**config.mk**
```make
export PLATFORM = sky130hd
export DESIGN_NAME = vectorRegFile
export DESIGN_NICKNAME = d
export VERILOG_FILES = /design/src/common/vectorPkg.sv /design/src/source/vectorRegFile.sv
export SDC_FILE = /design/constraint.sdc
export NUM_CORES = 2
export LEC_CHECK = 0
export BUFFER_PORTS_ARGS = -buffer_cell sky130_fd_sc_hd__clkbuf_2
export CAP_MARGIN = 0
export CORE_AREA = 3 3 377 528
export DETAILED_ROUTE_END_ITERATION = 7
export DIE_AREA = 0 0 380 531
export PLACE_DENSITY = 0.7
export SETUP_SLACK_MARGIN = 0.4
export SLEW_MARGIN = 20
export SYNTH_ARGS = -nofsm -noshare
export SYNTH_HDL_FRONTEND = slang
export SYNTH_SLANG_ARGS = --single-unit
```
**constraint.sdc**
```tcl
create_clock -name clk -period 3.2 [get_ports clk]
set_input_delay 0.48 -clock clk [delete_from_list [all_inputs] [get_ports clk]]
set_output_delay 0.48 -clock clk [all_outputs]
set_load 0.05 [all_outputs]
```
**src/common/vectorPkg.sv**
```systemverilog
// #########################################################
// Shared types for the vector execute slice
// Register count is fixed here because instruction address
// fields are sized from it; lane count and width are parameters
// #########################################################
package vectorPkg;

	localparam int NUM_VREGS = 8;
	localparam int VREG_ADDR_W = $clog2(NUM_VREGS);

	// Lane opcode, broadcast to every lane ALU
	typedef enum logic [2:0] {
		OP_ADD = 3'd0,
		OP_SUB = 3'd1,
		OP_AND = 3'd2,
		OP_OR  = 3'd3,
		OP_XOR = 3'd4,
		OP_SLL = 3'd5,
		OP_SRL = 3'd6,
		OP_SLT = 3'd7
	} aluOpT;

	// NZCV nibble, one per lane
	typedef struct packed {
		logic n; // Result top bit
		logic z; // Result is zero
		logic c; // Carry out, ADD and SUB only
		logic v; // Signed overflow, ADD and SUB only
	} laneFlagsT;

	// Register to register instruction, 12 bits
	typedef struct packed {
		aluOpT                  op;
		logic [VREG_ADDR_W-1:0] rd;
		logic [VREG_ADDR_W-1:0] rs1;
		logic [VREG_ADDR_W-1:0] rs2;
	} vecInstrT;

endpackage

```
**src/source/vectorRegFile.sv**
```systemverilog
// #########################################################
// Vector register file, two async reads and one clocked write
// No read bypass here; a write shows up after the clock edge
// #########################################################
module vectorRegFile import vectorPkg::*; #(
	parameter int LANES = 8,
	parameter int LANE_WIDTH = 32,
	localparam int VEC_W = LANES * LANE_WIDTH
) (
	input  logic                   clk,
	input  logic                   rstN,
	input  logic [VREG_ADDR_W-1:0] readAddrA,
	input  logic [VREG_ADDR_W-1:0] readAddrB,
	output logic [VEC_W-1:0]       readDataA,
	output logic [VEC_W-1:0]       readDataB,
	input  logic                   writeEn,
	input  logic [VREG_ADDR_W-1:0] writeAddr,
	input  logic [VEC_W-1:0]       writeData
);

	logic [VEC_W-1:0] regs [NUM_VREGS];

	// Every register reads zero out of reset
	always_ff @(posedge clk or negedge rstN) begin
		if (!rstN) begin
			for (int i = 0; i < NUM_VREGS; i++) begin
				regs[i] <= '0;
			end
		end else if (writeEn) begin
			regs[writeAddr] <= writeData;
		end
	end

	assign readDataA = regs[readAddrA];
	assign readDataB = regs[readAddrB];

endmodule

```
# After elaboration in Yosys (flattened, before gate mapping)
# Cells that the tools add are included.
# totals
ff_bits	2048
inputBits	268
wordCells	25
# classes
order_cmp	4
muxes	9
bitwise	3
n_reduce_logical	1
# op_table
cell	count
$bwmux W2048	1
$bmux W256 S3	2
$mux W256	5
$demux W256 S3	1
$ge A4 B4 Y1 const B	3
$not A3 Y4	3
$lt A4 B1 Y1 const B	1
$logic_and A1 B1 Y1	1

# Longest topological paths before layout
# depth
word_depth	6
depth_mapped	5
ltp_nobuf	2

# Least setup slack after synthesis
# OpenSTA, ideal clock, no wires.
# synth_timing
path_type	input to output
start	input readAddrA[0]
end	output readDataA[175]
arrival_ns	1.898
slack_ns	0.822
cell_stages	5
path_cell_list	buf_2 -> buf_6 -> buf_6 -> mux4_2 -> mux2_2
# synth_between
elab_chain_len	4
# synth_rtl
element	line	text
from (decl)	vectorRegFile.sv:12	input logic [VREG_ADDR_W-1:0] readAddrA,
$not A3 Y4 (not written as such)	vectorRegFile.sv:34	assign readDataA = regs[readAddrA];
$bmux W256 S3	vectorRegFile.sv:34	
$mux W256 (not written as such) (2 in a row)	vectorRegFile.sv:34	
to (decl)	vectorRegFile.sv:14	output logic [VEC_W-1:0] readDataA,
# Every way passes these cells. The select of a mux whose other input is x is not followed.

# Worst setup path in the final report
# layout_timing
start	input readAddrA[0]
end	output readDataA[62]
# Same word-level chain as after synthesis.

==> flow_summary.json <==
{
  "rows": 192,
  "io_buffers": 779,
  "drt_iter0_drc": 4156,
  "fin_tns_setup_ps": 0,
  "ys_warn_count": 0,
  "postRouteAntennaNets": 0,
  "reg2reg_setup_slack_ps": 2380,
  "fp.coreArea_um2": 195100,
  "crit_path_start_kind": "input port",
  "worstSkewPairLatency_ps": 840,
  "cts_tree": "yes",
  "start_util_pct": 54.75,
  "rsz0062_at_grt": "false",
  "cp-end-kind": "output pin",
  "grt_pass1_wl_mm": 450.9,
  "power.density_nw_per_um2": 711.5,
  "mostFrequentLayoutCells": "mux2_2 (2,547), dfrtp_1 (2,048), mux4_2 (1,024)",
  "final.min_clock_period_ps": 2746,
  "grt_pass1_vias": 69860,
  "timing.final.crit_share_pct": 85.82,
  "crit_arrival_ps": 2270,
  "dpl.cell_count": 9358,
  "synth_compound_area_share_pct": 0,
  "synth-xor-area-share_pct": 0,
  "syn_avg_cell_area_um2": 17.36,
  "largestRegisters": "regs x2048",
  "syn_inst": 6151,
  "muxShareOfSynthArea_pct": 48.58,
  "synth_top_family_by_area": "multiplexers",
  "cts-root-buf": "clkbuf_16",
  "ys_ff_latch": 2048,
  "critPathLaunch": "readAddrA[0]",
  "worstHoldPathType": "input port to async pin",
  "crit_path_frequent_cell": "buf_16",
  "cts.htree.levels": 4,
  "layout_commonest_cell": "mux2_2",
  "largest_reg_flops": 2048,
  "cts_buffers": 208,
  "clkTransAtPathRegs_ps": 60,
  "clock_path_buffers": 4,
  "hold_viol": 0,
  "setup_viol": 0,
  "fin_skew_ps": 0,
  "crit_fanout": 25,
  "syn_area_um2": 106800,
  "grt_use_total_pct": 29.37,
  "viasPerCell": 6.387,
  "rr_worst_depth": 1,
  "cp_slowest_cell": "mux4_2",
  "detail_route.wl_per_cell_um": 29.42,
  "final_cells": 10070,
  "synthAdderAreaFrac_pct": 0,
  "worst_slew_pin_slew_ps": 735.2,
  "place_hpwl_mm": 189.8,
  "cp_cell_sequence": "buf_16 -> buf_4 -> buf_16 -> mux4_2 -> mux2_2 -> clkbuf_2",
  "drcViolationCount": 0,
  "overflow": 0,
  "crit_type": "input port to output pin",
  "routed_wl_mm": 296.3,
  "r2r-end": "regs[1221]",
  "max-vdd-ir-drop_mv": 0.7785,
  "synth_fp_nets": 6419,
  "outcome": "complete, no violations",
  "crit_required_ps": 2720,
  "dieWidth_um": 380,
  "die_h_um": 531,
  "top_register": "regs",
  "nets": 7514,
  "max_freq_mhz": 364.1,
  "ys_seq_area_share_pct": 47.98,
  "max-slew-margin-rel_pct": 50.99,
  "pin_count": 780,
  "path_delay_family": "buffers and inverters",
  "cts_num_sinks": 2048,
  "antenna_found_initial": 40,
  "yosys.area_share.simple_pct": 0.07732,
  "finalMaxSlewViolations": 0,
  "endpoint": "readDataA[62]",
  "path_buf_inv": 4,
  "synth_cell_types": 13,
  "drive_gt1_share_pct": 68.56,
  "die_area_um2": 201800,
  "vias": 64310,
  "r2r_start": "regs[1221]",
  "nFillCells": 13790,
  "grt_max_degree": 111,
  "cp.depth": 6,
  "static-leakage-power_nw": 52.83,
  "gp_congestion": 0.8267,
  "synthToLayoutAreaGrowth_pct": 18.58,
  "first_pass_iters": 5,
  "drv_cap": 0,
  "slowest_delay_ps": 540
}
==> synthesized netlist by cell type, drive strengths merged <==
library cell | number | area share (%)
and4bb | 2 | 0.023
buf | 425 | 3.1
clkbuf | 86 | 0.30
dfrtp | 2048 | 48
mux2 | 2560 | 27
mux4 | 1024 | 22
nand4 | 1 | 0.0059
nand4b | 3 | 0.025
nor4b | 1 | 0.014
nor4bb | 1 | 0.0094
==> final cells by class <==
class,instances,area (um^2),share of cell area [%]
Clock buffer,287,6127,4.838
Clock inverter,87,1177,0.9296
Tap cell,2619,3277,2.587
Timing Repair Buffer,1396,12670,10.00
Sequential cell,2048,51250,40.47
Antenna cell,40,100.1,0.07903
Multi-Input combinational cell,3592,52050,41.10
==> power by group <==
group	switching [mW]	internal [mW]
clock	10.6	15.4
sequential	4.14	31.7
combinational	14.7	13.6
total	29.4	60.7
==> how the worst min path moves through the flow <==
stage	startpoint	end	slack (ps)
finish	rstN	regs[1221]	250
global route	rstN	regs[1243]	230
CTS	rstN	regs[1221]	210
detailed placement	rstN	regs[1221]	490
global placement	rstN	regs[451]	490
floorplan	rstN	regs[0]	180
==> logic make-up after synthesis <==
family	after synthesis
AND/OR/NAND/NOR	8
multiplexers	3584
buffers and inverters	511
flip-flops	2048
==> stage by stage <==
| stage | util (%) | cell area (um^2) | power, mW | hold WS, ps | setup slack, ps |
|---|---|---|---|---|---|
| floorplan | - | 106800 | 55.51 | 184.4 | 822.5 |
| CTS | 64.80 | 126400 | 90.56 | 206.8 | 359.8 |
| detailed placement | 58.91 | 114900 | 63.26 | 493.4 | 255.2 |
| global route | 64.89 | 126600 | 93.83 | 229.7 | 398.5 |
| finish | 64.93 | 126600 | 90.11 | 246.8 | 453.7 |
| global placement | 58.91 | 114900 | 62.20 | 489.8 | 273.3 |
==> metal layers <==
layer	up-vias	wire, um	track usage, %
met5	-	216	0
li1	26470	-	-
met1	35340	122300	40.12
met4	34	6724	7.210
met2	1988	142300	47.23
met3	476	24690	8.083
==> what timing repair did <==
action / CTS / global route
endpoints found under the setup margin: 406 / 257
gates resized for setup: 327 / 153
gates cloned: 10 / 2
pin swaps: 0 / 0
buffers inserted: 21 / 7
hold buffers: 257 / 0
endpoints found under the hold margin: 2107 / 0
(Power assumes the default switching activity.)
